$ cat config.mk
export PLATFORM = sky130hd
export DESIGN_NAME = mem_cmd_format
export DESIGN_NICKNAME = d
export VERILOG_FILES = /design/src/logic/mem_dm_pkg.sv /design/src/logic/mem_stats_pkg.sv /design/src/logic/mem_cmd_format.sv
export SDC_FILE = /design/constraint.sdc
export NUM_CORES = 1
export LEC_CHECK = 0
export BUFFER_PORTS_ARGS = -buffer_cell sky130_fd_sc_hd__buf_4
export CAP_MARGIN = 40
export CORE_UTILIZATION = 44
export DETAILED_ROUTE_END_ITERATION = 7
export GPL_TIMING_DRIVEN = 0
export PLACE_DENSITY = 0.74
export SETUP_SLACK_MARGIN = 0.5
export SYNTH_ARGS = -nofsm -noshare
export SYNTH_HDL_FRONTEND = slang
export SYNTH_SLANG_ARGS = --single-unit
$ cat constraint.sdc
create_clock -name mem_clk -period 3.15 [get_ports mem_clk]
set_clock_uncertainty 0.15 [all_clocks]
set_input_delay 0.1575 -clock mem_clk [delete_from_list [all_inputs] [get_ports mem_clk]]
set_output_delay 0.1575 -clock mem_clk [all_outputs]
set_load 0.02 [all_outputs]
$ cat src/logic/mem_dm_pkg.sv
// Data mover formats
`default_nettype none

package mem_dm_pkg;

   localparam int ADDR_WIDTH   = 32;                     // Memory address
   localparam int BTT_WIDTH    = 23;                     // Bytes to transfer
   localparam int DATA_WIDTH   = 512;                    // Stream data
   localparam int KEEP_WIDTH   = DATA_WIDTH / 8;         // One keep bit per byte
   localparam int DM_CMD_WIDTH = 72;                     // Full command word

   // User side memory command
   typedef struct packed {
      logic [ADDR_WIDTH-1:0] address;                    // Start address
      logic [BTT_WIDTH-1:0]  length;                     // Transfer length in bytes
   } mem_cmd_t;

   // Data mover command word, MSB first
   typedef struct packed {
      logic [DM_CMD_WIDTH-ADDR_WIDTH-BTT_WIDTH-14:0] reserved; // Pads word to 72 bits
      logic [3:0]            tag;                        // Echoed back in status
      logic [ADDR_WIDTH-1:0] address;                    // Start address
      logic                  drr;                        // Realignment request
      logic                  eof;                        // End of frame
      logic [5:0]            dsa;                        // Destination start offset
      logic                  cmd_type;                   // Incrementing burst when set
      logic [BTT_WIDTH-1:0]  btt;                        // Bytes to transfer
   } dm_cmd_t;

   typedef struct packed {
      logic       okay;                                  // Bit 7, clear on any error
      logic       slverr;                                // Slave error
      logic       decerr;                                // Decode error
      logic       interr;                                // Internal error
      logic [3:0] tag;                                   // Tag of finished command
   } dm_status_t;

   typedef struct packed {
      logic [DATA_WIDTH-1:0] data;
      logic [KEEP_WIDTH-1:0] keep;                       // Byte enables
      logic                  last;                       // Final beat of packet
   } axis_beat_t;

endpackage

`default_nettype wire

$ cat src/logic/mem_stats_pkg.sv
// Channel statistics types
`default_nettype none

package mem_stats_pkg;

   localparam int COUNT_WIDTH  = 32;                     // Event counters
   localparam int LENGTH_WIDTH = 48;                     // Byte counter
   localparam int BYTE_GRAIN   = 8;                      // Keep step in bytes

   // Per stream metering
   typedef struct packed {
      logic [COUNT_WIDTH-1:0]  words;                    // Accepted beats
      logic [COUNT_WIDTH-1:0]  packets;                  // Beats with last
      logic [LENGTH_WIDTH-1:0] bytes;                    // Bytes of regular masks
   } stream_stats_t;

   // Per direction status counts
   typedef struct packed {
      logic [COUNT_WIDTH-1:0] statuses;                  // All status bytes
      logic [COUNT_WIDTH-1:0] errors;                    // Status with okay clear
   } status_stats_t;

endpackage

`default_nettype wire

$ cat src/logic/mem_cmd_format.sv
// Command word packer
`timescale 1ns/1ns
`default_nettype none

module mem_cmd_format
   import mem_dm_pkg::*, mem_stats_pkg::*;
(
   input  logic                   mem_clk,
   input  logic                   mem_aresetn,
   input  mem_cmd_t               cmd,                   // From user
   input  logic                   cmd_valid,
   output logic                   cmd_ready,
   output dm_cmd_t                dm_cmd,                // To data mover
   output logic                   dm_cmd_valid,
   input  logic                   dm_cmd_ready,
   output logic [COUNT_WIDTH-1:0] cmd_count              // Accepted commands
);

   logic    accept;                                      // User handshake
   dm_cmd_t packed_cmd;                                  // Next entry contents

   // Room when empty or draining this cycle
   assign cmd_ready = ~dm_cmd_valid | dm_cmd_ready;
   assign accept    = cmd_valid & cmd_ready;

   always_comb begin
      packed_cmd          = '0;                          // Reserved, tag, dsa at zero
      packed_cmd.address  = cmd.address;
      packed_cmd.drr      = 1'b1;
      packed_cmd.eof      = 1'b1;
      packed_cmd.cmd_type = 1'b1;                        // Incrementing
      packed_cmd.btt      = cmd.length[BTT_WIDTH-1:0];
   end

   always_ff @(posedge mem_clk) begin
      if (!mem_aresetn) begin
         dm_cmd_valid <= 1'b0;
         cmd_count    <= '0;
      end else begin
         if (accept) begin
            dm_cmd_valid <= 1'b1;                        // Refill, also on drain
            cmd_count    <= cmd_count + 1'b1;
         end else if (dm_cmd_ready) begin
            dm_cmd_valid <= 1'b0;                        // Entry taken, none new
         end
      end
   end

   always_ff @(posedge mem_clk) begin
      if (accept) begin
         dm_cmd <= packed_cmd;                           // One cycle to output
      end
   end

   // Entry must not change while the data mover stalls
   a_dm_cmd_hold: assert property (
      @(posedge mem_clk) disable iff (!mem_aresetn)
      dm_cmd_valid && !dm_cmd_ready |=> dm_cmd_valid && $stable(dm_cmd)
   );

endmodule

`default_nettype wire

==> flow_metrics.env <==
export IMPL_run_status="finished, final reports clean"
export IMPL_switching_share=0.258
export IMPL_crit_arrival_ns=2.40
export IMPL_grt_pass1_vias=2886
export IMPL_fillCellCount=469
export IMPL_p_int_mw=1.74
export IMPL_ios=165
export IMPL_postCtsSetupRepairBufs=0
export IMPL_powerDensity_nw_per_um2=426
export IMPL_p_sw_uw=603
export IMPL_dieArea_um2=8200
export IMPL_dr_pass1_iters=4
export IMPL_rows=31
export IMPL_start_kind="register"
export IMPL_cap_violations=0
export IMPL_cts_resized=0
export IMPL_drive_above_1_share=0.361
export IMPL_layout_nets=565
export IMPL_hold_ws_ns=0.113
export IMPL_setup_tns_ns=0
export IMPL_crit_type="register to register"
export IMPL_gp_congestion=0.805
export IMPL_ant_nets=0
export IMPL_end_kind="register"
export IMPL_power_frac_seq=0.554
export IMPL_cp_data_required_time_ns=3.29
export IMPL_power_mw=2.34
export IMPL_synth_seq_cells=88
export IMPL_clk_pin_slew_ns=0.09
export IMPL_syn_area_um2=3450
export IMPL_n_antenna_cell=0
export IMPL_drv_slew=0
export IMPL_initial_core_util=0.466
export IMPL_coreArea_um2=7410
export IMPL_htreeDepth=3
export IMPL_dieHeight_um=90.5
export IMPL_post_route_min_period_ns=2.26
export IMPL_antenna_found_initial=0
export IMPL_worst_r2r_endpoint="cmd_count[24]"
export IMPL_finalCritPeriodShare=0.719
export IMPL_tightest_slew_ns=0.512
export IMPL_finalSetupViolCount=0
export IMPL_rsz0062_at_grt="no"
export IMPL_routed_wirelength_um=10600
export IMPL_max_clock_freq_mhz=442
export IMPL_root_buffer="clkbuf_8"
export IMPL_grt_usage=0.266
export IMPL_slew_headroom=0.659
export IMPL_hp_class="input port to register"
export IMPL_grt_start_max_net_pins=40
export IMPL_drt_initial_drc_count=212
export IMPL_cts_buffer_depth=2
export IMPL_power_frac_comb=0.145
export IMPL_syn2layout_area_growth_pct=59.1
export IMPL_cts_sinks=88
export IMPL_rrSetupSlack_ns=0.89
export IMPL_fp_dieW_um=90.5
export IMPL_p_leak_nw=2.26
export IMPL_vias=3044
export IMPL_power_frac_clock=0.301
export IMPL_cts_inserted_buffers=9
export IMPL_startpoint="cmd_count[0]"
export IMPL_path_max_fanout=10
export IMPL_max_vdd_ir_drop_mv=0.199
export IMPL_crit_end="cmd_count[24]"
export IMPL_place_ws_ns=0.914
export IMPL_postCtsHoldBufs=57
export IMPL_cts_tree="done"
export IMPL_yosysSeqAreaShare=0.670
export IMPL_grt_pass1_wl_um=16700
export IMPL_overflow=0
export IMPL_drcViolationCount=0
export IMPL_yosysUniqueCellTypes=27
export IMPL_clk_latency_ns=0.36
export IMPL_syn_inst=275
export IMPL_numPortBuffers=146
export IMPL_finalHoldViolCount=0
export IMPL_layout_commonest_cell="buf_4"
export IMPL_hpwl_um=6300
export IMPL_yosys_warnings=0
export IMPL_wl_per_cell_um=17.4
export IMPL_layout_setup_ws_ns=0.885
export IMPL_rr_startpoint="cmd_count[0]"
export IMPL_syn_area_per_cell_um2=12.5
export IMPL_r2r_cells=6
export IMPL_layout_common_cells="buf_4, dlygate4sd3_1, edfxtp_1"
export IMPL_via_per_inst=5.00
[worst max-delay path: stages, from the launching register on]
cell	delay (ns)
dfxtp_1	0.42
ha_1	0.19
and3_1	0.16
nand3_1	0.31
clkbuf_1	0.36
nor4_1	0.40
mux2i_1	0.21
[layer usage]
metal / track usage / share of wire
met5: 0 / 0
met4: 0.0793 / 0.013
met3: 0.0547 / 0.079
met2: 0.455 / 0.49
met1: 0.338 / 0.41
[cells by family after synthesis]
| family | Yosys count | share of synthesized area |
|---|---|---|
| adders and majority gates | 1 | 0.00363 |
| buffers and inverters | 38 | 0.0627 |
| xor gates and xnor gates | 5 | 0.0127 |
| and+or+nand+nor | 104 | 0.166 |
| DFF | 88 | 0.670 |
| AOI/OAI and AO/OA | 20 | 0.0326 |
| other | 2 | 0.00218 |
| muxes | 17 | 0.0493 |
[metrics by stage]
stage,utilization,instance area (µm²),instances
3_5_place_dp,0.641,4750,536
3_3_place_gp,0.638,4730,535
5_1_grt,0.741,5490,609
4_1_cts,0.741,5490,609
6_report,0.741,5490,609
2_1_floorplan,-,3510,290
[power by group through the flow]
stage	Combinational (mW)	Clock [mW]	Sequential, mW
3_3_place_gp	0.258	0	1.32
2_1_floorplan	0.0684	0	1.38
4_1_cts	0.328	0.705	1.29
5_1_grt	0.355	0.772	1.30
3_5_place_dp	0.267	0	1.32
6_report	0.339	0.704	1.30
[registers in the layout, summed over array words and instances (netlist names)]
register and count:
dm_cmd_valid 1, dm_cmd 55, cmd_count 32
[worst min path at each step]
stage | to | startpoint | cells past startpoint
6_report | dm_cmd_valid | dm_cmd_ready | 4
5_1_grt | dm_cmd_valid | dm_cmd_ready | 4
4_1_cts | dm_cmd_valid | dm_cmd_ready | 4
3_5_place_dp | dm_cmd[49] | cmd[40] | 1
3_3_place_gp | dm_cmd[16] | cmd[16] | 1
2_1_floorplan | dm_cmd[0] | cmd[0] | 0
[cells in the mapped netlist (all sizes together)]
master,number,share of area
nand4,4,0.0091
xor2,5,0.013
conb,2,0.0022
or4,5,0.011
nor2,5,0.0054
nand2,28,0.030
or3,4,0.0073
or2,1,0.0018
buf,21,0.044
dfxtp,33,0.19
o21ai,4,0.0058
nor4,17,0.031
clkbuf,8,0.0087
inv,9,0.0098
nand3,13,0.019
edfxtp,55,0.48
o31ai,5,0.011
mux2i,17,0.049
and4,4,0.010
ha,1,0.0036
a21oi,11,0.016
nand2b,18,0.033
and3,5,0.0091
[area by class of cell]
cell class                      count  area, µm²  share of cell area
Inverter                            9       33.8             0.00615
Buffer                             29        183              0.0333
Tap cell                           99        124              0.0226
Clock buffer                       10        128              0.0233
Multi-Input combinational cell    164        977               0.178
Sequential cell                    88       2310               0.421
Timing Repair Buffer              204       1690               0.307
Clock inverter                      6       45.0             0.00821
(Power assumes the default switching activity.)
