### src/logic/mem_dm_pkg.sv
// Data mover formats
`default_nettype none

package mem_dm_pkg;

   localparam int ADDR_WIDTH   = 32;                     // Memory address
   localparam int BTT_WIDTH    = 23;                     // Bytes to transfer
   localparam int DATA_WIDTH   = 512;                    // Stream data
   localparam int KEEP_WIDTH   = DATA_WIDTH / 8;         // One keep bit per byte
   localparam int DM_CMD_WIDTH = 72;                     // Full command word

   // User side memory command
   typedef struct packed {
      logic [ADDR_WIDTH-1:0] address;                    // Start address
      logic [BTT_WIDTH-1:0]  length;                     // Transfer length in bytes
   } mem_cmd_t;

   // Data mover command word, MSB first
   typedef struct packed {
      logic [DM_CMD_WIDTH-ADDR_WIDTH-BTT_WIDTH-14:0] reserved; // Pads word to 72 bits
      logic [3:0]            tag;                        // Echoed back in status
      logic [ADDR_WIDTH-1:0] address;                    // Start address
      logic                  drr;                        // Realignment request
      logic                  eof;                        // End of frame
      logic [5:0]            dsa;                        // Destination start offset
      logic                  cmd_type;                   // Incrementing burst when set
      logic [BTT_WIDTH-1:0]  btt;                        // Bytes to transfer
   } dm_cmd_t;

   typedef struct packed {
      logic       okay;                                  // Bit 7, clear on any error
      logic       slverr;                                // Slave error
      logic       decerr;                                // Decode error
      logic       interr;                                // Internal error
      logic [3:0] tag;                                   // Tag of finished command
   } dm_status_t;

   typedef struct packed {
      logic [DATA_WIDTH-1:0] data;
      logic [KEEP_WIDTH-1:0] keep;                       // Byte enables
      logic                  last;                       // Final beat of packet
   } axis_beat_t;

endpackage

`default_nettype wire

### src/logic/mem_stats_pkg.sv
// Channel statistics types
`default_nettype none

package mem_stats_pkg;

   localparam int COUNT_WIDTH  = 32;                     // Event counters
   localparam int LENGTH_WIDTH = 48;                     // Byte counter
   localparam int BYTE_GRAIN   = 8;                      // Keep step in bytes

   // Per stream metering
   typedef struct packed {
      logic [COUNT_WIDTH-1:0]  words;                    // Accepted beats
      logic [COUNT_WIDTH-1:0]  packets;                  // Beats with last
      logic [LENGTH_WIDTH-1:0] bytes;                    // Bytes of regular masks
   } stream_stats_t;

   // Per direction status counts
   typedef struct packed {
      logic [COUNT_WIDTH-1:0] statuses;                  // All status bytes
      logic [COUNT_WIDTH-1:0] errors;                    // Status with okay clear
   } status_stats_t;

endpackage

`default_nettype wire

### src/logic/mem_beat_meter.sv
// Stream beat meter
`timescale 1ns/1ns
`default_nettype none

module mem_beat_meter
   import mem_dm_pkg::*, mem_stats_pkg::*;
(
   input  logic          mem_clk,
   input  logic          mem_aresetn,
   input  axis_beat_t    beat,                           // Observed beat
   input  logic          beat_valid,
   input  logic          beat_ready,
   output stream_stats_t stats                           // Running counts
);

   localparam int GROUPS = KEEP_WIDTH / BYTE_GRAIN;      // Masks of 8k bytes

   logic                    handshake;
   logic [LENGTH_WIDTH-1:0] beat_bytes;                  // Bytes this beat adds

   assign handshake = beat_valid & beat_ready;

   // Only contiguous low masks of whole groups count
   always_comb begin
      logic [KEEP_WIDTH-1:0] low_mask;
      beat_bytes = '0;                                   // Irregular masks add nothing
      for (int k = 1; k <= GROUPS; k++) begin
         low_mask = {KEEP_WIDTH{1'b1}} >> (KEEP_WIDTH - k * BYTE_GRAIN);
         if (beat.keep == low_mask) begin
            beat_bytes = LENGTH_WIDTH'(k * BYTE_GRAIN);
         end
      end
   end

   always_ff @(posedge mem_clk) begin
      if (!mem_aresetn) begin
         stats <= '0;
      end else if (handshake) begin
         stats.words <= stats.words + 1'b1;
         if (beat.last) begin
            stats.packets <= stats.packets + 1'b1;       // Packet ends here
         end
         stats.bytes <= stats.bytes + beat_bytes;
      end
   end

   // A beat always carries at least one byte
   a_keep_nonzero: assert property (
      @(posedge mem_clk) disable iff (!mem_aresetn)
      beat_valid |-> beat.keep != '0
   );

endmodule

`default_nettype wire

### config.mk
export PLATFORM = sky130hd
export DESIGN_NAME = mem_beat_meter
export DESIGN_NICKNAME = d
export VERILOG_FILES = /design/src/logic/mem_dm_pkg.sv /design/src/logic/mem_stats_pkg.sv /design/src/logic/mem_beat_meter.sv
export SDC_FILE = /design/constraint.sdc
export NUM_CORES = 1
export LEC_CHECK = 0
export BUFFER_PORTS_ARGS = -buffer_cell sky130_fd_sc_hd__clkbuf_2
export CORE_AREA = 2 2 267 269
export DETAILED_ROUTE_END_ITERATION = 10
export DIE_AREA = 0 0 269 271
export HOLD_SLACK_MARGIN = 0.08
export SLEW_MARGIN = 20
export SYNTH_ARGS = -nofsm -noshare
export SYNTH_HDL_FRONTEND = slang
export SYNTH_SLANG_ARGS = --single-unit
### constraint.sdc
create_clock -name mem_clk -period 10.1 [get_ports mem_clk]
set_input_delay 2.02 -clock mem_clk [delete_from_list [all_inputs] [get_ports mem_clk]]
set_output_delay 2.02 -clock mem_clk [all_outputs]
set_load 0.02 [all_outputs]
==> results of run 1 <==
layer usage:
metal | up-vias | wire [um]
li1 | 2767 | -
met4 | 0 | 284
met5 | - | 0
met2 | 156 | 9040
met3 | 15 | 1580
met1 | 2531 | 9440
placed cells by master (no fill, tap or decap), types with 6 or more instances in the layout:
cell       synthesis  routed
clkbuf_16          0       9
and4_1             8       8
clkbuf_2           1     177
nor2_1            92      92
nand3_1           35      35
o21ai_0           24      24
nand4_1           57      57
and3_1            15      15
xnor2_1           40      40
a21oi_1           34      34
or4_1             12      12
ha_1               6       6
nand2_1           44      44
xor2_1            36      36
o31ai_1            6       6
nor4_1            26      26
inv_1             11      11
buf_4              3       7
nor3_1            18      18
dfxtp_1          109     109
or3_1             23      23
and2_1            12      12
stage by stage:
stage | std cells | total power, mW | hold slack [ns] | setup WS, ns
3_3_place_gp | 1767 | 0.482 | 0.467 | 3.54
4_1_cts | 1783 | 0.881 | 0.485 | 3.94
2_1_floorplan | 670 | 0.458 | 0.543 | 5.02
6_report | 1783 | 0.859 | 0.480 | 4.05
5_1_grt | 1783 | 0.901 | 0.523 | 3.55
3_5_place_dp | 1767 | 0.482 | 0.471 | 3.54
critical path, stage by stage:
cell and delay (ns):
clkbuf_2 0.07, nand4_1 0.29, nor4_1 0.52, nand4_1 0.34, nor4_1 0.88, ha_1 0.37
o21ai_1 0.28, nor4_1 0.76, nand4_1 0.29, or3_1 0.37, a21oi_1 0.13
cell families (layout without fill, tap and decap cells):
group | after synthesis | in the layout | synth area share (%)
AOI/OAI and AO/OA | 77 | 77 | 7.85
DFF | 109 | 109 | 39.3
muxes | 1 | 1 | 0.180
xor gates and xnor gates | 76 | 76 | 12.0
buffers and inverters | 39 | 212 | 3.18
adders and majority gates | 7 | 7 | 1.71
and+or+nand+nor | 358 | 358 | 35.7
other | 1 | 3 | 0.0676
layout make-up:
cell class | instances | area [sq um]
Fill cell | 8076 | 61900
Multi-Input combinational cell | 522 | 3200
Sequential cell | 109 | 2180
Tap cell | 940 | 1180
Timing Repair Buffer | 184 | 938
Clock buffer | 10 | 229
Clock inverter | 6 | 87.6
Inverter | 12 | 46.3
how the worst max path moves through the flow:
stage	from	endpoint	slack, ns
after floorplan	beat[50]	stats[45]	5.02
after global placement	beat[8]	stats[46]	3.54
after detailed placement	beat[8]	stats[46]	3.54
after CTS	beat[8]	stats[46]	3.94
after global routing	beat[7]	stats[46]	3.55
final	beat[8]	stats[46]	4.05
power groups by stage:
stage	clock, mW	combinational, mW	sequential (mW)
CTS	0.409	0.0407	0.432
finish	0.388	0.0389	0.432
global placement	0	0.0401	0.442
floorplan	0	0.0147	0.443
global route	0.426	0.0438	0.432
detailed placement	0	0.0406	0.442
==> impl_metrics.json, run 1 <==
{
  "status": "complete, no violations",
  "finalHoldViolCount": 0,
  "p_switching_mw": 0.214,
  "clk_pin_slew_worst_paths_ns": 0.08,
  "min_to": "stats[3]",
  "p_int_mw": 0.645,
  "vias": 5469,
  "hold_path.class": "reg -> reg",
  "reg2reg_depth": 6,
  "reg2reg_slack_ns": 7.57,
  "yosys_warnings": 0,
  "first_pass_iters": 4,
  "r2r-start": "stats[6]",
  "worstPathArrival_ns": 6.35,
  "portBuffers": 177,
  "fin_crit_sh_pct": 59.9,
  "fin_crit_ns": 6.05,
  "grt-busiest-layer": "met2",
  "cts_resized": 0,
  "met1_usage_pct": 7.16,
  "ys_seq_area_share_pct": 39.3,
  "grt_util_met2_pct": 8.54,
  "layout-drive-gt1-share_pct": 25.1,
  "p_sw_share_pct": 24.9,
  "worst_pin_slew_ns": 0.918,
  "clockPowerShare_pct": 45.2,
  "viasPerCell": 3.07,
  "end_kind": "register",
  "synth_area_leaders": "dfxtp_1 (39%), nand4_1 (6.4%), xnor2_1 (6.3%), nor2_1 (6.2%), xor2_1 (5.7%)",
  "min_path_cells": 2,
  "maxSlewViolCount": 0,
  "hpwl_mm": 16.1,
  "antenna_found_initial": 1,
  "synthCells": 668,
  "synth_edf_count": 0,
  "worstSetupStartpointType": "input pin",
  "reg_top3": "stats x109",
  "syn_area_sq_um": 5550,
  "min_from": "stats[3]",
  "fin_tns_setup_ns": 0,
  "crit_required_ns": 10.40,
  "grt_use_met3_pct": 1.99,
  "wl_per_cell_um": 11.4,
  "design.die.area_sq_um": 72900,
  "setup_viol_count_final": 0,
  "path_class": "in -> reg",
  "cts_tree": "built",
  "track_usage_pct": 5.53,
  "power_frac_seq_pct": 50.3,
  "synthTopCellsByCount": "dfxtp_1 (109), nor2_1 (92), nand4_1 (57)",
  "clock_path_buffers": 2,
  "grt_pass1_vias": 4930,
  "initial_core_util_pct": 7.95,
  "largest_reg_flops": 109,
  "clkLatencyLatePin_ns": 0.38,
  "synth_area_per_cell_sq_um": 8.31,
  "ys_ff_latch": 109,
  "grt_max_degree": 75,
  "vdd_drop_max_uv": 162,
  "power_leakage_nw": 2.68,
  "worstReg2RegEnd": "stats[46]",
  "fmax_mhz": 165,
  "dpl_cell_area_sq_um": 7540,
  "syn_to_final_growth_pct": 41.6,
  "drtIter0Drc": 266,
  "routed_wl_mm": 20.3,
  "ant_nets": 0,
  "die_h_um": 271,
  "ys_types": 49,
  "synth_flop_cell": "dfxtp_1",
  "synth_top_area_share_pct": 39.3,
  "nNetsFinal": 1426,
  "synthArstFlopShare_pct": 0,
  "cts.sinks": 109,
  "htreeDepth": 3,
  "grt_pass1_wl_mm": 30.1,
  "power_frac_comb_pct": 4.5,
  "regMostFlops": "stats",
  "die-width_um": 269,
  "yosysMostFrequentCell": "dfxtp_1",
  "yosys.area.top_type": "dfxtp_1",
  "place.gp.congestion": 0.784,
  "skew_ns": 0.0122,
  "drv_cap": 0,
  "relSlewSlack_pct": 38.2,
  "core_area_sq_um": 69800,
  "p_per_area_nw_per_um2": 109,
  "final_util_pct": 11.3,
  "io_pins": 693,
  "n_antenna_cell": 0,
  "holdBufCountCts": 0,
  "route.detailed.drc": 0,
  "post_cts_buffers": 0,
  "cp_max_fo": 11,
  "num_rows": 97,
  "stdcell_area_sq_um": 7860,
  "cts_buffers": 9,
  "grt-ovfl-total": 0,
  "rsz0062_at_grt": "no",
  "clockRootBuffer": "clkbuf_16"
}
Note: power is estimated with default switching activity, not from simulation.
==> inputs of run 2 (changes only) <==
Clock period 10.1 ns to 5.95 ns, I/O delays scaled along.
==> run 2 against run 1 <==
Compared with the run above:
- combinational power is 70% higher
- critical endpoint is now stats[41]
- clock power rose by 69%
- final area up 1.4%
==> impl_metrics.json, run 2 (synthesis results as in run 1) <==
{
  "status": "complete, no violations",
  "worst_pin_slew_ns": 0.859,
  "cts_resized": 0,
  "grt_max_degree": 75,
  "vias": 5538,
  "cts_tree": "built",
  "grt_pass1_wl_mm": 30.6,
  "reg_top3": "stats x109",
  "post_cts_buffers": 0,
  "final_common_cell": "clkbuf_2",
  "nFillCells": 8056,
  "regMostFlops": "stats",
  "path_class": "in -> reg",
  "crit_required_ns": 6.26,
  "num_rows": 97,
  "power_leakage_nw": 2.76,
  "core_area_sq_um": 69800,
  "relSlewSlack_pct": 42.2,
  "cts_buffers": 9,
  "drv_cap": 0,
  "crit_family": "simple AND/OR/NAND/NOR gates",
  "route.detailed.drc": 0,
  "largest_reg_flops": 109,
  "cp_slowest_cell": "or4_1",
  "portBuffers": 177,
  "clock_path_buffers": 2,
  "finalHoldViolCount": 0,
  "htreeDepth": 3,
  "fin_crit_sh_pct": 77.9,
  "fmax_mhz": 216,
  "max_stage_delay_ns": 0.50,
  "p_per_area_nw_per_um2": 182,
  "grt-ovfl-total": 0,
  "track_usage_pct": 5.63,
  "cp_max_fo": 6,
  "layout-drive-gt1-share_pct": 26.6,
  "wl_per_cell_um": 11.5,
  "end_kind": "register",
  "initial_core_util_pct": 7.95,
  "hold_path.class": "reg -> reg",
  "vdd_drop_max_uv": 243,
  "dp_cells": 1782,
  "clockRootBuffer": "clkbuf_16",
  "cpMostUsedCell": "buf_4",
  "ant_nets": 0,
  "die_h_um": 271,
  "routed_wl_mm": 20.7,
  "setup_viol_count_final": 0,
  "final_cell_mix": "clkbuf_2 (177), dfxtp_1 (109), nor2_1 (92)",
  "cts.sinks": 109,
  "clk_pin_slew_worst_paths_ns": 0.09,
  "syn_to_final_growth_pct": 43.7,
  "first_pass_iters": 6,
  "drtIter0Drc": 220,
  "place.gp.congestion": 0.766,
  "io_pins": 693,
  "stdcell_area_sq_um": 7970,
  "hpwl_mm": 16.4,
  "antenna_found_initial": 2,
  "fin_tns_setup_ns": 0,
  "rsz0062_at_grt": "no",
  "dpl_cell_area_sq_um": 7650,
  "design.die.area_sq_um": 72900,
  "path_cells": "clkbuf_2 -> nor4_1 -> buf_4 -> nand2_1 -> or4_1 -> a21o_1 -> a221oi_1 -> buf_4 -> ha_1 -> fa_1 -> a211oi_1 -> nor4_2 -> buf_4 -> nand4_1 -> or3_1 -> a21oi_1",
  "viasPerCell": 3.08,
  "holdBufCountCts": 0,
  "fin_crit_ns": 4.63,
  "nNetsFinal": 1441,
  "grt_pass1_vias": 5050,
  "worstSetupStartpointType": "input pin",
  "worstPathArrival_ns": 4.94,
  "clkLatencyLatePin_ns": 0.39,
  "critPathBufInv": 4,
  "maxSlewViolCount": 0,
  "n_antenna_cell": 0,
  "fin_cells": 1798,
  "skew_ns": 0.0165,
  "die-width_um": 269
}
[run 2: power breakdown]
part           internal [mW]  total [mW]  switching, mW
clock                  0.306       0.654          0.348
combinational         0.0241      0.0661         0.0419
sequential             0.731       0.733        0.00236
[run 2: area by class of cell]
type / count / area [sq um] / area share (%)
sequential: 109 / 2180 / 27.4
multi-input combinational: 522 / 3200 / 40.1
clock buffer: 9 / 225 / 2.83
inverter: 12 / 46.3 / 0.581
tap: 940 / 1180 / 14.8
clock inverter: 7 / 91.3 / 1.15
timing repair buffer: 199 / 1050 / 13.2
[run 2: per-layer routing]
| layer | vias up | wire (um) | part of all wire (%) | track usage [%] |
|---|---|---|---|---|
| met1 | 2564 | 9480 | 46 | 6.99 |
| met4 | 0 | 566 | 2.7 | 2.34 |
| met5 | - | 0 | 0 | 0 |
| met3 | 19 | 1730 | 8.3 | 2.23 |
| met2 | 152 | 8930 | 43 | 8.59 |
| li1 | 2803 | - | - | - |
[run 2: metrics by stage]
stage / power, mW / hold slack, ns / utilization (%) / setup slack (ns)
floorplan: 0.777 / 0.543 / - / 1.70
global placement: 0.818 / 0.465 / 11.0 / 0.852
detailed placement: 0.819 / 0.475 / 11.0 / 0.819
CTS: 1.49 / 0.488 / 11.4 / 1.22
global route: 1.52 / 0.522 / 11.4 / 0.897
finish: 1.45 / 0.481 / 11.4 / 1.32
[run 2: worst paths after layout]
| path | startpoint | to | slack [ns] | cells past startpoint |
|---|---|---|---|---|
| setup reg to reg | stats[6] | stats[27] | 3.61 | 7 |
| setup / recovery | beat[58] | stats[41] | 1.32 | 16 |
| hold / removal | stats[3] | stats[3] | 0.48 | 2 |
| hold reg to reg | stats[3] | stats[3] | 0.48 | 2 |
[run 2: tightest hold or removal path, stage by stage, from the launching register on]
cell and delay (ns):
dfxtp_1 0.33, nand2_1 0.06, a21oi_1 0.05
