===== src/logic/mem_dm_pkg.sv =====
// Data mover formats
`default_nettype none

package mem_dm_pkg;

   localparam int ADDR_WIDTH   = 32;                     // Memory address
   localparam int BTT_WIDTH    = 23;                     // Bytes to transfer
   localparam int DATA_WIDTH   = 512;                    // Stream data
   localparam int KEEP_WIDTH   = DATA_WIDTH / 8;         // One keep bit per byte
   localparam int DM_CMD_WIDTH = 72;                     // Full command word

   // User side memory command
   typedef struct packed {
      logic [ADDR_WIDTH-1:0] address;                    // Start address
      logic [BTT_WIDTH-1:0]  length;                     // Transfer length in bytes
   } mem_cmd_t;

   // Data mover command word, MSB first
   typedef struct packed {
      logic [DM_CMD_WIDTH-ADDR_WIDTH-BTT_WIDTH-14:0] reserved; // Pads word to 72 bits
      logic [3:0]            tag;                        // Echoed back in status
      logic [ADDR_WIDTH-1:0] address;                    // Start address
      logic                  drr;                        // Realignment request
      logic                  eof;                        // End of frame
      logic [5:0]            dsa;                        // Destination start offset
      logic                  cmd_type;                   // Incrementing burst when set
      logic [BTT_WIDTH-1:0]  btt;                        // Bytes to transfer
   } dm_cmd_t;

   typedef struct packed {
      logic       okay;                                  // Bit 7, clear on any error
      logic       slverr;                                // Slave error
      logic       decerr;                                // Decode error
      logic       interr;                                // Internal error
      logic [3:0] tag;                                   // Tag of finished command
   } dm_status_t;

   typedef struct packed {
      logic [DATA_WIDTH-1:0] data;
      logic [KEEP_WIDTH-1:0] keep;                       // Byte enables
      logic                  last;                       // Final beat of packet
   } axis_beat_t;

endpackage

`default_nettype wire


===== src/logic/mem_stats_pkg.sv =====
// Channel statistics types
`default_nettype none

package mem_stats_pkg;

   localparam int COUNT_WIDTH  = 32;                     // Event counters
   localparam int LENGTH_WIDTH = 48;                     // Byte counter
   localparam int BYTE_GRAIN   = 8;                      // Keep step in bytes

   // Per stream metering
   typedef struct packed {
      logic [COUNT_WIDTH-1:0]  words;                    // Accepted beats
      logic [COUNT_WIDTH-1:0]  packets;                  // Beats with last
      logic [LENGTH_WIDTH-1:0] bytes;                    // Bytes of regular masks
   } stream_stats_t;

   // Per direction status counts
   typedef struct packed {
      logic [COUNT_WIDTH-1:0] statuses;                  // All status bytes
      logic [COUNT_WIDTH-1:0] errors;                    // Status with okay clear
   } status_stats_t;

endpackage

`default_nettype wire


===== src/logic/mem_status_tracker.sv =====
// Status counter
`timescale 1ns/1ns
`default_nettype none

module mem_status_tracker
   import mem_dm_pkg::*, mem_stats_pkg::*;
(
   input  logic          mem_clk,
   input  logic          mem_aresetn,
   input  dm_status_t    status,                         // Observed status byte
   input  logic          status_valid,
   input  logic          status_ready,
   output status_stats_t stats
);

   logic handshake;

   assign handshake = status_valid & status_ready;

   always_ff @(posedge mem_clk) begin
      if (!mem_aresetn) begin
         stats <= '0;
      end else if (handshake) begin
         stats.statuses <= stats.statuses + 1'b1;
         if (!status.okay) begin
            stats.errors <= stats.errors + 1'b1;         // Any failed transfer
         end
      end
   end

   // Data mover must present a defined status byte
   a_status_known: assert property (
      @(posedge mem_clk) disable iff (!mem_aresetn)
      status_valid |-> !$isunknown(status)
   );

endmodule

`default_nettype wire


===== config.mk =====
export PLATFORM = sky130hd
export DESIGN_NAME = mem_status_tracker
export DESIGN_NICKNAME = d
export VERILOG_FILES = /design/src/logic/mem_dm_pkg.sv /design/src/logic/mem_stats_pkg.sv /design/src/logic/mem_status_tracker.sv
export SDC_FILE = /design/constraint.sdc
export NUM_CORES = 1
export LEC_CHECK = 0
export BUFFER_PORTS_ARGS = -buffer_cell sky130_fd_sc_hd__buf_2
export CAP_MARGIN = 0
export CELL_PAD_IN_SITES_DETAIL_PLACEMENT = 0
export CELL_PAD_IN_SITES_GLOBAL_PLACEMENT = 1
export CORE_ASPECT_RATIO = 1.4
export CORE_MARGIN = 3
export CORE_UTILIZATION = 43
export DETAILED_ROUTE_END_ITERATION = 12
export PLACE_DENSITY_LB_ADDON = 0.1
export SYNTH_ARGS = -nofsm -noshare
export SYNTH_HDL_FRONTEND = slang
export SYNTH_SLANG_ARGS = --single-unit

===== constraint.sdc =====
create_clock -name mem_clk -period 4 [get_ports mem_clk]
set_clock_uncertainty 0.15 [all_clocks]
set_input_delay 0.8 -clock mem_clk [delete_from_list [all_inputs] [get_ports mem_clk]]
set_output_delay 0.8 -clock mem_clk [all_outputs]
set_load 0.005 [all_outputs]

==> results of run 1 <==
==> area by class of cell <==
class	instances	share of cell area, %
Multi-Input combinational cell	258	47.31
Sequential cell	64	34.48
Timing Repair Buffer	69	9.360
Clock buffer	13	4.276
Tap cell	95	3.199
Clock inverter	3	1.077
Inverter	3	0.3030
==> kinds of logic after synthesis <==
| group | after synthesis |
|---|---|
| AOI/OAI and AO/OA | 15 |
| xor gates and xnor gates | 52 |
| adders and majority gates | 2 |
| buffers and inverters | 15 |
| DFF | 64 |
| muxes | 4 |
| and+or+nand+nor | 185 |
==> layout by cell type (no fill, tap or decap), types with 7 or more instances in the layout <==
cell type,instances
nand4_1,25
nand3_1,22
dfxtp_1,64
nand2_1,33
nor2_1,10
and2_1,52
nor3_1,7
xor2_1,12
buf_2,68
clkbuf_8,11
xnor2_1,40
==> power groups by stage <==
stage	logic [uW]	registers, uW	clock network (uW)
floorplan	15.7	656	0
global placement	25.5	657	0
detailed placement	26.1	657	0
CTS	26.1	642	582
global route	28.6	642	606
finish	25.3	642	566
==> worst max-delay path by stage <==
stage / start / endpoint
finish: stats[4]$_SDFFE_PN0P_ / stats[27]$_SDFFE_PN0P_
global route: stats[4]$_SDFFE_PN0P_ / stats[27]$_SDFFE_PN0P_
CTS: stats[4]$_SDFFE_PN0P_ / stats[27]$_SDFFE_PN0P_
detailed placement: status_valid / stats[22]$_SDFFE_PN0P_
global placement: status_valid / stats[22]$_SDFFE_PN0P_
floorplan: status_valid / stats[29]$_SDFFE_PN0P_
==> metrics by stage <==
stage | power [uW] | setup slack (ps) | instances
floorplan | 671.8 | 1860 | 337
finish | 1233 | 1670 | 505
detailed placement | 682.7 | 1358 | 489
global route | 1277 | 1459 | 505
global placement | 682.0 | 1344 | 489
CTS | 1250 | 1675 | 505
==> worst min-delay path, delay by kind of cell (launching register included) <==
kind             cells  cell delay, ps
flip-flops           1             330
AND/OR/NAND/NOR      1              60
multiplexers         1              60
==> routing by layer <==
metal,wire [um],vias to the layer above
met3,288,6
met2,3494,57
met1,2953,1189
met5,0,-
met4,64,0
li1,-,1297
==> flow_summary.toml, run 1 <==
[outcome]
outcome = "finished clean"

[clocking]
clockRootBuffer = "clkbuf_8"
cts_max_level = 3
cts_tree = "done"
cts_setup_buffers = 0
cts_made_buffers = 9
cts_resized = 0
cts_hold_buf = 0
cts_sinks = 64
clkTransAtPathRegs_ps = 70
clk_path_buf_depth = 2
worstSkewPairLatency_ps = 330

[drt]
via_per_inst = 5.048
vias = 2549
first_iter_violations = 65
firstDrtPassIters = 4
routedWlPerCell_um = 13.47
drcViolationCount = 0
wirelength_um = 6801
ant_nets = 0

[global_routing]
grt_antenna_before_repair = 0
grtUsageMet1_pct = 19.78
first_global_vias = 2415
grt_usage_pct = 16.99
grt_first_pass_wirelength_um = 11330
grt_overflow_total = 0
grt.busiest_layer = "met2"
met2_usage_pct = 29.90
grt_max_degree = 72
use_met3_pct = 3.445

[power_and_ir_drop]
p_int_uw = 968.4
switching_power_uw = 264.6
switching_share_pct = 21.46
p_clk_share_pct = 45.9
ir_drop_mv = 0.1778
p_seq_share_pct = 52.1
leakagePower_uw = 0.001604
powerDensity_nw_per_um2 = 331.8
p_comb_share_pct = 2.1

[synthesis]
synth_adder_area_share_pct = 0.8055
yosys_warnings = 0
synth_top_area_share_pct = 41.24
synth_cell_type_count = 42
syn-num-nets = 351
ys.flop_type = "dfxtp_1"
syn_avg_cell_area_sq_um = 9.219
synth-edff-count = 0
yosys.area_share.simple_pct = 36.25
yosysSeqAreaShare_pct = 41.24
synth_xor_area_share_pct = 14.66
synth_top_cell_by_area = "dfxtp_1"
yosysMostFrequentCell = "dfxtp_1"
synthTopCellsByCount = "dfxtp_1, and2_1, xnor2_1, nand2_1, nand4_1"
synth_seq_cells = 64
synth.top_cells.by_area = "dfxtp_1, xnor2_1, and2_1"
synth_compound_gate_area_share_pct = 3.584
synthMuxAreaShare_pct = 1.289
synthArstFlopShare_pct = 0
synth_top_family_by_area = "simple AND/OR/NAND/NOR gates"
postSynthCellCount = 337
netlist_area_sq_um = 3107

[worst_setup_path]
max_stage_delay_ps = 720
crit_fanout = 14
r2r-end = "stats[27]$_SDFFE_PN0P_"
r2r_cells = 5
cp.depth = 5
slowest_stage = "nor4_4"
crit_chain = "nand4_2, nor4_4, nand3_1, o311ai_1, o41ai_1"
cp_top_family = "simple AND/OR/NAND/NOR gates"
r2r_start = "stats[4]$_SDFFE_PN0P_"
start_kind = "flip-flop"
cp.required_ps = 4070
reg2reg_slack_ps = 1670
critPathBufInv = 0
crit_path_end_kind = "flip-flop"
cp.arrival_ps = 2400
criticalPathCategory = "flip-flop to flip-flop"

[floorplanning]
rows = 36
core_sq_um = 6982
pin_count = 76
die_y_um = 106.6
die_area_sq_um = 8295
start_util_pct = 44.50
die_w_um = 77.84

[sta]
rsz0062_at_grt = "no"
fin_tns_setup_ps = 0
report.final.slew_viol_count = 0
setup_viol = 0
hold_viol = 0
period_share_pct = 58.25
max_slew.worst_pin.slew_ps = 1018
layout_min_cycle_time_ps = 2330
whs_ps = 341.0
timing.slew.headroom_pct = 32.15
fmax_mhz = 429.2

[finish]
regArea_sq_um = 1281
design_area_sq_um = 3716
multi_input_area_sq_um = 1758
areaGrowthSynthToFinish_pct = 19.61
utilization_pct = 53.23
fin_nets = 419
reg_top3 = "stats x64"
nFillCells = 697
largest_reg_flops = 64
insertedDiodeCount = 0
drive_gt1_share_pct = 23.41
regMostFlops = "stats"

[job]
maxCapViolCount = 0

[hold_path]
min_from = "stats[63]$_SDFFE_PN0N_"
hold-path-endpoint = "stats[63]$_SDFFE_PN0N_"
hp-class = "flip-flop to flip-flop"
holdPathStages = 2

[placement]
hpwl_um = 4656
place_congestion = 0.7263
io_buffers = 68
placed_area_sq_um = 3517
Note: power is estimated with default switching activity, not from simulation.
==> run 2, diff against run 1 <==
Settings changed: ABC_AREA set to 1, CORE_UTILIZATION 43 to 34.
Clock period 4 ns to 1.9 ns, I/O delays scaled along.
==> run 2 against run 1 <==
Critical path depth grew 2. Largest cell class unchanged. Clock power rose to 3.0 times the previous value. Critical path type unchanged. Critical endpoint is now stats[22]$_SDFFE_PN0P_. Sequential power up 110%. Synthesized cell count is 52% higher.
==> flow_summary.toml, run 2 <==
[placement]
place_congestion = 0.8169
pre_cts_slack_ps = 92.24
io_buffers = 68
hpwl_um = 6982

[sta]
hold_viol = 0
period_share_pct = 91.76
max_slew.worst_pin.slew_ps = 325.7
timing.slew.headroom_pct = 78.12
rsz0062_at_grt = "no"
fin_tns_setup_ps = 0
report.final.slew_viol_count = 0
fmax_mhz = 573.6
layout_min_cycle_time_ps = 1743
setup_viol = 0
final.setup.worst_slack_ps = 156.7

[finish]
regMostFlops = "stats"
areaGrowthSynthToFinish_pct = 25.89
multi_input_area_sq_um = 1836
reg_top3 = "stats x64"
regArea_sq_um = 1281
insertedDiodeCount = 0
drive_gt1_share_pct = 20.20
fin_nets = 608
largest_reg_flops = 64
final_cell_mix = "nand2_1, nor2_1, buf_2, dfxtp_1, inv_1"
nFillCells = 1049
final_common_cell = "nand2_1"

[power_and_ir_drop]
powerDensity_nw_per_um2 = 733.0
ir_drop_mv = 0.4432
leakagePower_uw = 0.001793

[synthesis]
yosysMostFrequentCell = "nand2_1"
yosysSeqAreaShare_pct = 37.98
synthTopCellsByCount = "nand2_1, nor2_1, dfxtp_1, inv_1, nand3_1"
synth_top_area_share_pct = 37.98
synth_cell_type_count = 30
yosys_warnings = 0
synth.top_cells.by_area = "dfxtp_1, nand2_1, nor2_1"
synth_seq_cells = 64
synthArstFlopShare_pct = 0
syn-num-nets = 525
ys.flop_type = "dfxtp_1"
synth_top_cell_by_area = "dfxtp_1"
syn_avg_cell_area_sq_um = 6.601
netlist_area_sq_um = 3373
postSynthCellCount = 511
synth-edff-count = 0

[worst_setup_path]
cp.required_ps = 1970
crit_fanout = 5
crit_chain = "ha_1, nand3_1, nor2_1, nand3_1, nor2_4, xnor2_1, nor2_1"
r2r-end = "stats[22]$_SDFFE_PN0P_"
max_stage_delay_ps = 390
r2r_start = "stats[0]$_SDFFE_PN0P_"
r2r_cells = 7
start_kind = "flip-flop"
crit_path_end_kind = "flip-flop"
criticalPathCategory = "flip-flop to flip-flop"
slowest_stage = "dfxtp_1"
reg2reg_slack_ps = 160
cp.arrival_ps = 1820

[drt]
firstDrtPassIters = 5
route.met3.wl_um = 336
ant_nets = 0
first_iter_violations = 119
wirelength_um = 9110
drcViolationCount = 0
routedLengthMet1_um = 3881
met2_length_um = 4663
top_layer = "met4"
routedWlPerCell_um = 12.46
vias = 3448
via_per_inst = 4.717

[global_routing]
grt_usage_pct = 17.16
grt_first_pass_wirelength_um = 15260
grt_max_degree = 17
first_global_vias = 3205
grt_overflow_total = 0
grt_antenna_before_repair = 0

[clocking]
clkTransAtPathRegs_ps = 50
clockRootBuffer = "clkbuf_16"
cts_sinks = 64
cts_hold_buf = 0
cts_made_buffers = 9
worstSkewPairLatency_ps = 330
cts_tree = "done"
clk_path_buf_depth = 2
cts_max_level = 3

[floorplanning]
pin_count = 76
die_area_sq_um = 11170
core_sq_um = 9564
die_w_um = 90.18
die_y_um = 123.9
start_util_pct = 35.27
rows = 42

[hold_path]
min_from = "mem_aresetn"
holdPathStages = 3
hold-path-endpoint = "stats[49]$_SDFFE_PN0N_"
hp-class = "input port to flip-flop"

[outcome]
outcome = "finished clean"

[job]
maxCapViolCount = 0
==> run 2: cell count changes in the layout (fill, tap and decap cells not counted), sizes merged, moves of 8 or more <==
cell	delta
nor2	+101
nand2	+93
inv	+57
and2	-52
xnor2	-36
a21oi	+29
nand3	+16
nand4	-16
o21ai	+16
buf	+10
nor3	+8
xor2	-8
==> run 2: timing repair <==
action,4_1_cts,5_1_grt
resized for setup,0,3
endpoints found under the hold margin,0,0
setup buffers,0,1
endpoints found under the setup margin,0,4
==> run 2: layer usage <==
layer  vias to the layer above  track usage [%]
met5                         -                0
met3                        16            3.444
met1                      1554            19.50
met2                        73            31.23
met4                         0            7.663
li1                       1805                -
==> run 2: worst max-delay path, delay by kind of cell (launching register included) <==
| family | cells | cell delay [ps] |
|---|---|---|
| flip-flops | 1 | 390 |
| XOR/XNOR | 1 | 130 |
| adder cells (fa/ha/maj) | 1 | 210 |
| AND/OR/NAND/NOR | 5 | 760 |
==> run 2: area by class of cell <==
type | instances | area share, %
Tap cell | 132 | 3.889
Clock inverter | 3 | 0.9428
Multi-Input combinational cell | 379 | 43.22
Inverter | 61 | 5.392
Timing Repair Buffer | 79 | 10.25
Sequential cell | 64 | 30.17
Clock buffer | 13 | 6.128
==> run 2: report_power, final <==
group / total [uW] / internal, uW / leakage, uW / switching (uW)
clock network: 1670 / 1080 / 0.000150 / 588
logic: 88.3 / 29.3 / 0.00113 / 59.0
registers: 1350 / 1350 / 0.000516 / 5.32
total: 3110 / 2460 / 0.00179 / 652
==> run 2: how the worst max path moves through the flow <==
stage / start / to / slack (ps) / cells past startpoint
5_1_grt: stats[0]$_SDFFE_PN0P_ / stats[14]$_SDFFE_PN0P_ / 20 / 7
3_3_place_gp: status_valid / stats[24]$_SDFFE_PN0P_ / 100 / 8
4_1_cts: stats[0]$_SDFFE_PN0P_ / stats[30]$_SDFFE_PN0P_ / 130 / 8
3_5_place_dp: status_valid / stats[29]$_SDFFE_PN0P_ / 90 / 10
6_report: stats[0]$_SDFFE_PN0P_ / stats[22]$_SDFFE_PN0P_ / 160 / 7
2_1_floorplan: stats[0]$_SDFFE_PN0P_ / stats[22]$_SDFFE_PN0P_ / 380 / 7
==> run 2: logic make-up after synthesis <==
family / count (synthesis) / synth area share, %
flops: 64 / 37.98
compound gates: 56 / 9.051
buf+inv: 68 / 7.975
xor+xnor: 8 / 2.077
simple gates: 313 / 42.17
fa+ha+maj: 2 / 0.7417
==> run 2: metrics by stage <==
stage | hold slack [ps] | total power (uW) | std cells | utilization (%) | area, sq um
global placement | 324.0 | 1472 | 714 | 40.92 | 3914
global route | 255.1 | 3213 | 731 | 44.40 | 4247
finish | 242.5 | 3113 | 731 | 44.40 | 4247
CTS | 238.4 | 3167 | 730 | 44.06 | 4214
detailed placement | 333.9 | 1472 | 714 | 40.92 | 3914
floorplan | 319.5 | 1436 | 511 | - | 3373
==> run 3, diff against run 2 <==
Settings changed: BUFFER_PORTS_ARGS -buffer_cell sky130_fd_sc_hd__buf_2 to unset, CORE_UTILIZATION 34 to 40, DONT_BUFFER_PORTS set to 1.
==> run 3 against run 2 <==
Register-to-register slack barely moved. Die area fell by 14%. First-iteration DRC count increased by 14%. Largest cell class unchanged. Final cell count shrank 14%. Fmax increased by 0.57%. Worst hold slack worse by 230 ps. Largest power group unchanged. Setup slack improved by 9.8 ps. Total power is 7.4% lower. Clock power is 13% lower. Combinational power is 30% lower.
==> flow_summary.toml, run 3 (synthesis results as in run 2) <==
[drt]
ant_nets = 0
firstDrtPassIters = 4
wirelength_um = 8577
routedWlPerCell_um = 13.68
vias = 3118
via_per_inst = 4.973
drcViolationCount = 0
first_iter_violations = 136

[power_and_ir_drop]
ir_drop_mv = 0.4440
p_comb_share_pct = 2.1
p_clk_share_pct = 50.8
powerDensity_nw_per_um2 = 762.0
p_total_uw = 2881
p_seq_share_pct = 47.1
leakagePower_uw = 0.001375
switching_power_uw = 607.5
p_int_uw = 2274
switching_share_pct = 21.09

[global_routing]
first_global_vias = 3034
grt_max_degree = 42
grt_first_pass_wirelength_um = 14070
grt_usage_pct = 18.29
grt_overflow_total = 0
grt_antenna_before_repair = 0

[finish]
final_common_cell = "nand2_1"
areaGrowthSynthToFinish_pct = 12.09
fin_cells = 627
regMostFlops = "stats"
design_area_sq_um = 3781
fin_nets = 536
reg_top3 = "stats x64"
final_cell_mix = "nand2_1, nor2_1, dfxtp_1, inv_1, nand3_1"
largest_reg_flops = 64
insertedDiodeCount = 0
drive_gt1_share_pct = 8.952

[sta]
setup_viol = 0
rsz0062_at_grt = "no"
timing.slew.headroom_pct = 77.60
fin_tns_setup_ps = 0
max_slew.worst_pin.slew_ps = 334.7
report.final.slew_viol_count = 0
layout_min_cycle_time_ps = 1734
period_share_pct = 91.24
fmax_mhz = 576.9
hold_viol = 0

[floorplanning]
die_y_um = 114.7
die_area_sq_um = 9586
core_sq_um = 8198
die_w_um = 83.61
start_util_pct = 41.15
rows = 39
pin_count = 76

[worst_setup_path]
path_common_cell = "nand2_1"
reg2reg_slack_ps = 170
r2r_start = "stats[0]$_SDFFE_PN0P_"
criticalPathCategory = "flip-flop to flip-flop"
crit_fanout = 5
max_stage_delay_ps = 390
cp_top_family = "simple AND/OR/NAND/NOR gates"
crit_path_end_kind = "flip-flop"
r2r-end = "stats[24]$_SDFFE_PN0P_"
slowest_stage = "dfxtp_1"
critPathBufInv = 1
crit_chain = "ha_1, nand3_1, inv_1, nand2_1, nor2_2, nand4_1, nand2_1, nand2_1, nor2_1"
cp.required_ps = 2020
cp.arrival_ps = 1850
start_kind = "flip-flop"
r2r_cells = 9

[placement]
place_inst = 613
placed_area_sq_um = 3513
place_congestion = 0.8611
hpwl_um = 6435
io_buffers = 0

[outcome]
outcome = "finished clean"

[hold_path]
hold-path-endpoint = "stats[47]$_SDFFE_PN0N_"
min_from = "mem_aresetn"
holdPathStages = 2
hp-class = "input port to flip-flop"

[clocking]
worstSkewPairLatency_ps = 330
cts_tree = "done"
clk_path_buf_depth = 2
cts_max_level = 3
clockRootBuffer = "clkbuf_16"
cts_made_buffers = 9
cts_setup_buffers = 0
cts_hold_buf = 0
clkTransAtPathRegs_ps = 50
cts_sinks = 64

[job]
maxCapViolCount = 0
run 3: cell types whose count changed in the layout (fill, tap and decap cells not counted), sizes merged:
cell and change:
bufinv -1, clkinv -1, buf -72
run 3: power by group through the flow:
stage               clock [uW]  sequential [uW]  combinational [uW]
detailed placement           0             1380                62.4
CTS                       1500             1360                62.7
global placement             0             1380                61.4
finish                    1460             1360                61.7
global route              1550             1350                70.9
floorplan                    0             1380                54.2
run 3: repair_timing:
item / 4_1_cts / 5_1_grt
resized for setup: 0 / 3
endpoints found under the hold margin: 0 / 0
endpoints found under the setup margin: 0 / 7
run 3: how the worst max path moves through the flow:
stage | from | end | slack, ps | cells after the start
6_report | stats[0]$_SDFFE_PN0P_ | stats[24]$_SDFFE_PN0P_ | 170 | 9
2_1_floorplan | stats[0]$_SDFFE_PN0P_ | stats[22]$_SDFFE_PN0P_ | 380 | 7
3_5_place_dp | stats[0]$_SDFFE_PN0P_ | stats[24]$_SDFFE_PN0P_ | 90 | 8
3_3_place_gp | stats[0]$_SDFFE_PN0P_ | stats[24]$_SDFFE_PN0P_ | 120 | 8
4_1_cts | stats[0]$_SDFFE_PN0P_ | stats[24]$_SDFFE_PN0P_ | 70 | 9
5_1_grt | stats[34]$_SDFFE_PN0N_ | stats[51]$_SDFFE_PN0N_ | 9 | 7
run 3: cell type report:
type	instances	area, sq um
well taps	102	127.6
clock buffers	13	250.2
flip-flops and latches	64	1281
inverters	61	229.0
multi-input cells	379	1836
fillers	879	4417
clock inverters	1	5.005
repair buffers	7	52.55
run 3: through the flow:
| step | util, % | hold slack [ps] | setup slack (ps) |
|---|---|---|---|
| floorplan | - | 319.5 | 375.8 |
| global placement | 42.86 | 331.8 | 117.9 |
| detailed placement | 42.86 | 349.3 | 86.85 |
| CTS | 45.97 | 4.743 | 71.37 |
| global route | 46.12 | 11.88 | 9.152 |
| finish | 46.12 | 15.11 | 166.5 |
run 3: worst register-to-register path, delay by kind of cell, from the launching register on:
kind / cells / cell delay [ps]
AND/OR/NAND/NOR: 7 / 830
adder cells (fa/ha/maj): 1 / 210
buffers and inverters: 1 / 100
flip-flops: 1 / 390
run 3: metal layers:
metal	global-route usage, %	wire (um)	vias up
met4	6.330	123	0
li1	-	-	1650
met2	34.15	4516	64
met1	18.88	3503	1396
met5	0	0	-
met3	6.335	433	8
